$ cat src/rv_params.svh
`ifndef RV_PARAMS_SVH
`define RV_PARAMS_SVH

// First fetch address after reset.
`define RV_RESET_ADDR 32'h0000_0000

// Low instruction address bits that the fetcher drives.
`define RV_IADDR_BITS 16

// Prefetch buffer holds 2**N words.
`define RV_IBUF_DEPTH_BITS 2

`endif

$ cat src/rv_pkg.sv
`include "rv_params.svh"

package rv_pkg;

    typedef logic [31:0] word_t;                        // Bus word.
    typedef logic [`RV_IADDR_BITS-3:0] iaddr_t;         // Word index.
    typedef logic [3:0] bsel_t;

    typedef enum logic [1:0]
    {
        LS_BYTE = 2'd0,
        LS_HALF = 2'd1,
        LS_WORD = 2'd2
    } ls_size_e;

    typedef enum logic [1:0]
    {
        LSU_IDLE = 2'd0,
        LSU_BUS  = 2'd1,
        LSU_DONE = 2'd2
    } lsu_state_e;

    typedef enum logic [1:0]
    {
        OWN_NONE  = 2'd0,
        OWN_FETCH = 2'd1,
        OWN_DATA  = 2'd2
    } arb_owner_e;

endpackage

$ cat src/rv_bus_if.sv
`timescale 1ns/1ps

interface fetch_bus_if;
    logic           req;
    rv_pkg::iaddr_t addr;
    logic           ack;
    rv_pkg::word_t  rdata;

    modport fetch
    (
        output req,
        output addr,
        input  ack,
        input  rdata
    );

    modport arbiter
    (
        input  req,
        input  addr,
        output ack,
        output rdata
    );
endinterface

interface data_bus_if;
    logic           req;
    logic           we;
    rv_pkg::word_t  addr;
    rv_pkg::word_t  wdata;
    rv_pkg::bsel_t  sel;
    logic           ack;                                // Registered ack.
    rv_pkg::word_t  rdata;

    modport lsu
    (
        output req,
        output we,
        output addr,
        output wdata,
        output sel,
        input  ack,
        input  rdata
    );

    modport arbiter
    (
        input  req,
        input  we,
        input  addr,
        input  wdata,
        input  sel,
        output ack,
        output rdata
    );
endinterface

$ cat src/rv_fetch.sv
`timescale 1ns/1ps

`include "rv_params.svh"

module rv_fetch
(
    input  logic            i_clk,
    input  logic            i_rst_n,
    input  logic            i_redirect,
    input  rv_pkg::word_t   i_redirect_pc,
    input  logic            i_instr_pop,
    output logic            o_instr_valid,
    output rv_pkg::word_t   o_instr,
    output rv_pkg::word_t   o_instr_pc,
    fetch_bus_if.fetch      bus
);

    localparam int DB = `RV_IBUF_DEPTH_BITS;
    localparam int DEPTH = 1 << DB;
    localparam rv_pkg::word_t RESET_ADDR = `RV_RESET_ADDR;

    rv_pkg::word_t  buf_data [DEPTH];
    rv_pkg::iaddr_t buf_pc [DEPTH];

    logic [DB:0]    wr_ptr;
    logic [DB:0]    rd_ptr;
    logic [DB:0]    count;
    logic           full;
    logic           fill;
    logic           pop;
    logic           discard;                            // In-flight word is stale.
    rv_pkg::iaddr_t req_idx;
    rv_pkg::iaddr_t next_idx;
    rv_pkg::iaddr_t redirect_idx;

    assign count = wr_ptr - rd_ptr;
    assign full = count[DB];                            // Count never exceeds depth.
    assign redirect_idx = i_redirect_pc[`RV_IADDR_BITS-1:2];

    // A request is outstanding whenever req is up, so entries plus one fit.
    assign bus.req = !full;
    assign bus.addr = req_idx;

    assign fill = bus.ack && !discard && !i_redirect;
    assign pop = i_instr_pop && o_instr_valid && !i_redirect;

    assign o_instr_valid = (count != '0);
    assign o_instr = buf_data[rd_ptr[DB-1:0]];
    assign o_instr_pc = {RESET_ADDR[31:`RV_IADDR_BITS], buf_pc[rd_ptr[DB-1:0]], 2'b00};

    always_ff @(posedge i_clk or negedge i_rst_n)
    begin
        if (!i_rst_n)
        begin
            wr_ptr   <= '0;
            rd_ptr   <= '0;
            discard  <= 1'b0;
            req_idx  <= RESET_ADDR[`RV_IADDR_BITS-1:2];
            next_idx <= RESET_ADDR[`RV_IADDR_BITS-1:2] + 1'b1;
        end
        else
        begin
            if (i_redirect)
            begin
                wr_ptr <= '0;                           // Flush.
                rd_ptr <= '0;
            end
            else
            begin
                if (fill)
                    wr_ptr <= wr_ptr + 1'b1;
                if (pop)
                    rd_ptr <= rd_ptr + 1'b1;
            end

            if (i_redirect && bus.req && !bus.ack)
            begin
                // Request must finish at its old address.
                discard  <= 1'b1;
                next_idx <= redirect_idx;
            end
            else if (i_redirect)
            begin
                discard  <= 1'b0;
                req_idx  <= redirect_idx;
                next_idx <= redirect_idx + 1'b1;
            end
            else if (bus.ack)
            begin
                discard  <= 1'b0;
                req_idx  <= next_idx;
                next_idx <= next_idx + 1'b1;
            end
        end
    end

    always_ff @(posedge i_clk)
    begin
        if (fill)
        begin
            buf_data[wr_ptr[DB-1:0]] <= bus.rdata;
            buf_pc[wr_ptr[DB-1:0]]   <= req_idx;
        end
    end

endmodule

$ cat src/rv_lsu.sv
`timescale 1ns/1ps

module rv_lsu
(
    input  logic                i_clk,
    input  logic                i_rst_n,
    input  logic                i_ls_start,
    input  logic                i_ls_write,
    input  rv_pkg::word_t       i_ls_addr,
    input  rv_pkg::word_t       i_ls_wdata,
    input  rv_pkg::ls_size_e    i_ls_size,
    input  logic                i_ls_unsigned,
    output logic                o_ls_busy,
    output logic                o_ls_done,
    output logic                o_ls_misaligned,
    output rv_pkg::word_t       o_ls_rdata,
    data_bus_if.lsu             bus
);

    rv_pkg::lsu_state_e state_q;
    logic               mis_q;
    logic               start_ok;
    logic               misaligned;

    logic               write_q;
    logic               unsigned_q;
    rv_pkg::ls_size_e   size_q;
    rv_pkg::word_t      addr_q;
    rv_pkg::word_t      wdata_q;
    rv_pkg::word_t      rdata_q;

    rv_pkg::word_t      shifted;
    rv_pkg::word_t      load_ext;
    rv_pkg::word_t      lane_wdata;
    rv_pkg::bsel_t      sel;

    assign start_ok = i_ls_start && (state_q != rv_pkg::LSU_BUS);
    assign misaligned = ((i_ls_size == rv_pkg::LS_HALF) && i_ls_addr[0]) ||
                        ((i_ls_size == rv_pkg::LS_WORD) && (i_ls_addr[1:0] != 2'b00));

    always_ff @(posedge i_clk or negedge i_rst_n)
    begin
        if (!i_rst_n)
        begin
            state_q <= rv_pkg::LSU_IDLE;
            mis_q   <= 1'b0;
        end
        else if (state_q == rv_pkg::LSU_BUS)
        begin
            if (bus.ack)
                state_q <= rv_pkg::LSU_DONE;
        end
        else if (i_ls_start)
        begin
            state_q <= misaligned ? rv_pkg::LSU_DONE : rv_pkg::LSU_BUS;   // No bus on fault.
            mis_q   <= misaligned;
        end
        else
        begin
            state_q <= rv_pkg::LSU_IDLE;
        end
    end

    always_ff @(posedge i_clk)
    begin
        if (start_ok)
        begin
            write_q    <= i_ls_write;
            unsigned_q <= i_ls_unsigned;
            size_q     <= i_ls_size;
            addr_q     <= i_ls_addr;
            wdata_q    <= i_ls_wdata;
        end
        if ((state_q == rv_pkg::LSU_BUS) && bus.ack)
            rdata_q <= load_ext;
    end

    always_comb
    begin
        shifted = bus.rdata >> {addr_q[1:0], 3'b000};   // Lane down to bit 0.
        case (size_q)
            rv_pkg::LS_BYTE:
            begin
                load_ext   = {{24{shifted[7] & !unsigned_q}}, shifted[7:0]};
                lane_wdata = {4{wdata_q[7:0]}};
                sel        = 4'b0001 << addr_q[1:0];
            end
            rv_pkg::LS_HALF:
            begin
                load_ext   = {{16{shifted[15] & !unsigned_q}}, shifted[15:0]};
                lane_wdata = {2{wdata_q[15:0]}};
                sel        = 4'b0011 << addr_q[1:0];
            end
            default:
            begin
                load_ext   = shifted;
                lane_wdata = wdata_q;
                sel        = 4'b1111;
            end
        endcase
    end

    assign bus.req   = (state_q == rv_pkg::LSU_BUS);
    assign bus.we    = write_q;
    assign bus.addr  = {addr_q[31:2], 2'b00};
    assign bus.wdata = lane_wdata;
    assign bus.sel   = sel;

    assign o_ls_busy       = (state_q == rv_pkg::LSU_BUS);
    assign o_ls_done       = (state_q == rv_pkg::LSU_DONE);
    assign o_ls_misaligned = o_ls_done && mis_q;
    assign o_ls_rdata      = rdata_q;

endmodule

$ cat src/rv_wb_arbiter.sv
`timescale 1ns/1ps

`include "rv_params.svh"

module rv_wb_arbiter
(
    input  logic            i_clk,
    input  logic            i_rst_n,
    fetch_bus_if.arbiter    fetch,
    data_bus_if.arbiter     data,
    output rv_pkg::word_t   o_wb_adr,
    output rv_pkg::word_t   o_wb_dat,
    input  rv_pkg::word_t   i_wb_dat,
    output logic            o_wb_we,
    output rv_pkg::bsel_t   o_wb_sel,
    output logic            o_wb_stb,
    output logic            o_wb_cyc,
    input  logic            i_wb_ack
);

    localparam rv_pkg::word_t RESET_ADDR = `RV_RESET_ADDR;

    rv_pkg::arb_owner_e owner_q;
    logic               data_own;
    logic               data_ack_q;
    rv_pkg::word_t      data_rdata_q;

    assign data_own = (owner_q == rv_pkg::OWN_DATA);

    always_ff @(posedge i_clk or negedge i_rst_n)
    begin
        if (!i_rst_n)
        begin
            owner_q    <= rv_pkg::OWN_NONE;
            data_ack_q <= 1'b0;
        end
        else
        begin
            data_ack_q <= i_wb_ack && data_own;
            if (owner_q == rv_pkg::OWN_NONE)
            begin
                // LSU still holds req while its ack is pending.
                if (data.req && !data_ack_q)
                    owner_q <= rv_pkg::OWN_DATA;
                else if (fetch.req)
                    owner_q <= rv_pkg::OWN_FETCH;
            end
            else if (i_wb_ack)
            begin
                owner_q <= rv_pkg::OWN_NONE;            // Release in ack cycle.
            end
        end
    end

    always_ff @(posedge i_clk)
    begin
        if (i_wb_ack && data_own)
            data_rdata_q <= i_wb_dat;
    end

    assign fetch.ack   = i_wb_ack && (owner_q == rv_pkg::OWN_FETCH);
    assign fetch.rdata = i_wb_dat;
    assign data.ack    = data_ack_q;
    assign data.rdata  = data_rdata_q;

    assign o_wb_adr = data_own ? data.addr
                               : {RESET_ADDR[31:`RV_IADDR_BITS], fetch.addr, 2'b00};
    assign o_wb_dat = data.wdata;
    assign o_wb_we  = data_own && data.we;
    assign o_wb_sel = data_own ? data.sel : 4'b1111;
    assign o_wb_cyc = (owner_q != rv_pkg::OWN_NONE);
    assign o_wb_stb = o_wb_cyc;

endmodule

$ cat src/rv_top_wb.sv
`timescale 1ns/1ps

module rv_top_wb
(
    input  logic                i_clk,
    input  logic                i_rst_n,

    input  logic                i_redirect,
    input  rv_pkg::word_t       i_redirect_pc,
    input  logic                i_instr_pop,
    output logic                o_instr_valid,
    output rv_pkg::word_t       o_instr,
    output rv_pkg::word_t       o_instr_pc,

    input  logic                i_ls_start,
    input  logic                i_ls_write,
    input  rv_pkg::word_t       i_ls_addr,
    input  rv_pkg::word_t       i_ls_wdata,
    input  rv_pkg::ls_size_e    i_ls_size,
    input  logic                i_ls_unsigned,
    output logic                o_ls_busy,
    output logic                o_ls_done,
    output logic                o_ls_misaligned,
    output rv_pkg::word_t       o_ls_rdata,

    output rv_pkg::word_t       o_wb_adr,
    output rv_pkg::word_t       o_wb_dat,
    input  rv_pkg::word_t       i_wb_dat,
    output logic                o_wb_we,
    output rv_pkg::bsel_t       o_wb_sel,
    output logic                o_wb_stb,
    output logic                o_wb_cyc,
    input  logic                i_wb_ack
);

    fetch_bus_if    fetch_bus ();
    data_bus_if     data_bus ();

    rv_fetch u_fetch
    (
        .i_clk              (i_clk),
        .i_rst_n            (i_rst_n),
        .i_redirect         (i_redirect),
        .i_redirect_pc      (i_redirect_pc),
        .i_instr_pop        (i_instr_pop),
        .o_instr_valid      (o_instr_valid),
        .o_instr            (o_instr),
        .o_instr_pc         (o_instr_pc),
        .bus                (fetch_bus.fetch)
    );

    rv_lsu u_lsu
    (
        .i_clk              (i_clk),
        .i_rst_n            (i_rst_n),
        .i_ls_start         (i_ls_start),
        .i_ls_write         (i_ls_write),
        .i_ls_addr          (i_ls_addr),
        .i_ls_wdata         (i_ls_wdata),
        .i_ls_size          (i_ls_size),
        .i_ls_unsigned      (i_ls_unsigned),
        .o_ls_busy          (o_ls_busy),
        .o_ls_done          (o_ls_done),
        .o_ls_misaligned    (o_ls_misaligned),
        .o_ls_rdata         (o_ls_rdata),
        .bus                (data_bus.lsu)
    );

    rv_wb_arbiter u_arbiter
    (
        .i_clk              (i_clk),
        .i_rst_n            (i_rst_n),
        .fetch              (fetch_bus.arbiter),
        .data               (data_bus.arbiter),
        .o_wb_adr           (o_wb_adr),
        .o_wb_dat           (o_wb_dat),
        .i_wb_dat           (i_wb_dat),
        .o_wb_we            (o_wb_we),
        .o_wb_sel           (o_wb_sel),
        .o_wb_stb           (o_wb_stb),
        .o_wb_cyc           (o_wb_cyc),
        .i_wb_ack           (i_wb_ack)
    );

endmodule

$ cat config.mk
export PLATFORM = sky130hd
export DESIGN_NAME = rv_top_wb
export DESIGN_NICKNAME = d
export VERILOG_FILES = /design/src/rv_pkg.sv /design/src/rv_bus_if.sv /design/src/rv_fetch.sv /design/src/rv_lsu.sv /design/src/rv_wb_arbiter.sv /design/src/rv_top_wb.sv
export VERILOG_INCLUDE_DIRS = /design/src
export SDC_FILE = /design/constraint.sdc
export NUM_CORES = 1
export LEC_CHECK = 0
export BUFFER_PORTS_ARGS = -buffer_cell sky130_fd_sc_hd__buf_2
export CAP_MARGIN = 20
export CORE_UTILIZATION = 38
export DETAILED_ROUTE_END_ITERATION = 8
export PLACE_DENSITY = 0.63
export SYNTH_ARGS = -nofsm -noshare
export SYNTH_HDL_FRONTEND = slang
export SYNTH_SLANG_ARGS = --single-unit
$ cat constraint.sdc
create_clock -name i_clk -period 4.1 [get_ports i_clk]
set_input_delay 1.025 -clock i_clk [delete_from_list [all_inputs] [get_ports i_clk]]
set_output_delay 1.025 -clock i_clk [all_outputs]
set_load 0.02 [all_outputs]
==> results by group <==
Run status
  – Status: complete, no violations

Drt
  – Antenna-violating nets left: 0
  – Vias: 8444
  – Via density per instance: 5.03
  – DR pass1 iterations: 5
  – Total wire length: 34.3 mm
  – Post-route DRC violation count: 0
  – Wire length per cell: 20.4 microns
  – Drt initial violations: 493

Finish
  – Final core utilization: 46.9%
  – Cell Count, Final, Fillers Out: 1679
  – Fin area: 17700 sq um
  – Layout cells sized above 1: 38.2%
  – Layout area overhead: 21.3%
  – Most common cell after layout, fill and taps aside: edfxtp_1
  – Most frequent cells in the layout: edfxtp_1, buf_2, nor2_1
  – Nets: 1283

Setup path
  – Bufs and invs on worst path: 1
  – Worst R2R Setup Slack: 1.10 ns
  – Worst-path fanout max: 24
  – CP arrival: 2.61 ns
  – CP Launch Type: flop
  – Worst reg2reg path endpoint: u_fetch.next_idx[11]
  – Critical Path Sink Type: output pin
  – Critical Path Max Stage Delay: 0.68 ns
  – Reg2reg start: u_fetch.rd_ptr[0]
  – CP required: 3.07 ns
  – Cells on worst reg2reg path: 6
  – Cell family with most CP delay: adder cells
  – Slowest CP cell: dfrtp_4
  – Crit path cell chain: ha_1, fa_1, xnor3_2, nand3_1, buf_2
  – Crit path kind: flop to output pin

CTS
  – Clock buffer depth: 3
  – Number of buffers added for setup after CTS: 0
  – CTS tree: done
  – Clk sinks: 357
  – Root Driver: clkbuf_16
  – Worst-skew pair later-pin latency: 0.54 ns
  – Clock transition at path regs: 0.06 ns
  – Htree depth: 2
  – Total CTS buffers: 40
  – Hold-fix buffers at CTS: 0
  – Post-CTS Resized: 0

Timing
  – Final setup violating endpoints: 0
  – Slew Limit Headroom: 35.0%
  – Slew @ Worst Pin: 0.975 ns
  – Tcrit/Tclk final: 88.6%
  – Minimum clock period: 3.63 ns
  – Hold Fails Final Rpt: 0
  – Setup TNS: 0 ns
  – Slew Viols, Final: 0
  – Max Freq: 0.275 GHz
  – Fin Clk Skew: 0.0170 ns
  – RSZ-0062 raised after global routing: no

Power
  – Design Power: 11300 uW
  – Max VDD drop: 0.352 mV
  – Leakage: 0.00661 uW
  – P per Cell Area: 638 nW/um^2

GRT
  – Initial antenna violation count: 4
  – First-pass GRT wire length: 51.2 mm
  – Grt ovf: 0
  – Largest net degree at the start of global routing: 47
  – GRT Total Usage: 17.5%
  – Vias in the first global route: 8467

Yosys
  – Share of flip-flops with an asynchronous set or reset: 11.5%
  – Biggest area consumer among synthesized cells: edfxtp_1
  – EDFF count, synth: 316
  – Synth area leaders: edfxtp_1, mux4_2, dfrtp_1, mux2_2, mux2i_1
  – Post-synth top area share: 65.0%
  – Flops & latches, synth: 357
  – Synth Instances: 855
  – Synthesis Warnings: 0
  – Sequential area share after synthesis: 72.1%
  – Avg Inst Size Synth: 17.1 sq um
  – Predominant post-synthesis flop cell: edfxtp_1
  – Synth unique cells: 59
  – Mapped Area: 14600 sq um

Floorplan
  – Num ports: 309
  – Core area: 37800 sq um
  – Row count: 71
  – Die Area: 39200 sq um
  – Die H: 198 microns
  – Die width: 198 microns
  – Initial Util: 38.7%

Place
  – Dpl hpwl: 22.5 mm
  – Buffers on Ports: 270
  – Dpl cells: 1606
  – Gpl congestion: 0.829
  – Placed Area: 16400 sq um

Hold path
  – Hold/Removal Path Class: flop to flop
  – Hold path cells: 1
  – Hold Path Sink: u_lsu.state_q[0]
  – Hold path start: u_arbiter.data.ack

Job
  – MaxCap Viol Count: 0
-- routing by layer --
| metal | GRT usage (%) | vias to the layer above | part of all wire (%) | routed length [microns] |
|---|---|---|---|---|
| met5 | 0 | - | 0.070 | 24 |
| met4 | 5.28 | 4 | 2.3 | 792 |
| met3 | 3.83 | 60 | 6.1 | 2080 |
| met2 | 29.2 | 263 | 49 | 16900 |
| met1 | 22.9 | 4255 | 42 | 14500 |
| li1 | - | 3862 | - | - |
-- worst max path at each step --
| stage | to | slack, ns | cells past startpoint | start |
|---|---|---|---|---|
| floorplan | u_fetch.buf_data[0][0] | 0.79 | 2 | i_wb_ack |
| global placement | o_instr_valid | 0.98 | 5 | u_fetch.rd_ptr[0] |
| detailed placement | u_fetch.next_idx[4] | 1.0 | 7 | i_redirect |
| CTS | o_instr_valid | 0.42 | 5 | u_fetch.rd_ptr[0] |
| global route | o_instr_valid | 0.38 | 5 | u_fetch.rd_ptr[0] |
| finish | o_instr_valid | 0.47 | 5 | u_fetch.rd_ptr[0] |
-- worst reg2reg max path, cell delays in order (launching register included) --
cell and delay [ns]:
dfrtp_4 0.68, ha_1 0.31, fa_1 0.41, xor3_4 0.39, a21oi_2 0.71, a311oi_1 0.09, a221o_1 0.29
-- cells in the mapped netlist (all sizes together) (2+ instances only) --
library cell / instances
edfxtp: 316
nor2: 51
buf: 50
mux4: 47
nand2: 41
dfrtp: 40
mux2: 38
o21ai: 36
mux2i: 33
a21oi: 29
and3: 25
clkbuf: 20
nor2b: 13
inv: 8
xnor2: 8
a211oi: 7
ha: 7
xor2: 7
nand3: 6
nand4: 6
o22ai: 6
o32ai: 6
a22oi: 5
nand3b: 5
and2: 4
a21o: 3
a31oi: 3
a221o: 2
a222oi: 2
a22o: 2
and3b: 2
and4: 2
nand2b: 2
nand4b: 2
o211ai: 2
-- cell type report --
class | count | area, sq um
Clock buffer | 55 | 1110
Inverter | 9 | 33.8
Tap cell | 511 | 639
Multi-Input combinational cell | 438 | 3700
Antenna cell | 2 | 5.00
Timing Repair Buffer | 291 | 1520
Clock inverter | 16 | 171
Fill cell | 3308 | 20000
Sequential cell | 357 | 10500
-- power by group --
group | total (uW) | switching (uW) | internal (uW) | leakage [uW]
Sequential | 4940 | 401 | 4540 | 0.00337
Clock | 3500 | 1410 | 2080 | 0.000611
Combinational | 2850 | 1740 | 1110 | 0.00263
Total | 11300 | 3560 | 7740 | 0.00661
-- cells by family after synthesis --
| logic type | after synthesis | synth area share [%] |
|---|---|---|
| flops | 357 | 72.1 |
| other cells | 1 | 0.0257 |
| buf+inv | 79 | 3.09 |
| mux | 118 | 12.4 |
| simple gates | 162 | 5.48 |
| fa+ha+maj | 8 | 0.737 |
| xor+xnor | 17 | 1.25 |
| compound gates | 113 | 4.90 |
-- state kept, by name, indices dropped and copies added, names as in the netlist, 14 cells and up --
signal and count:
u_arbiter.data.rdata 32, u_fetch.buf_data 128, u_fetch.buf_pc 56, u_fetch.bus.addr 14, u_fetch.next_idx 14, u_lsu.addr_q 32
u_lsu.o_ls_rdata 32, u_lsu.wdata_q 32
-- metrics by stage --
stage / hold slack (ns) / setup slack [ns]
after global placement: 0.499 / 0.983
after detailed placement: 0.520 / 1.00
after floorplan: 0.470 / 0.785
after CTS: 0.531 / 0.423
final: 0.528 / 0.468
after global routing: 0.557 / 0.378
No activity file was read; power rests on OpenSTA's default activity.
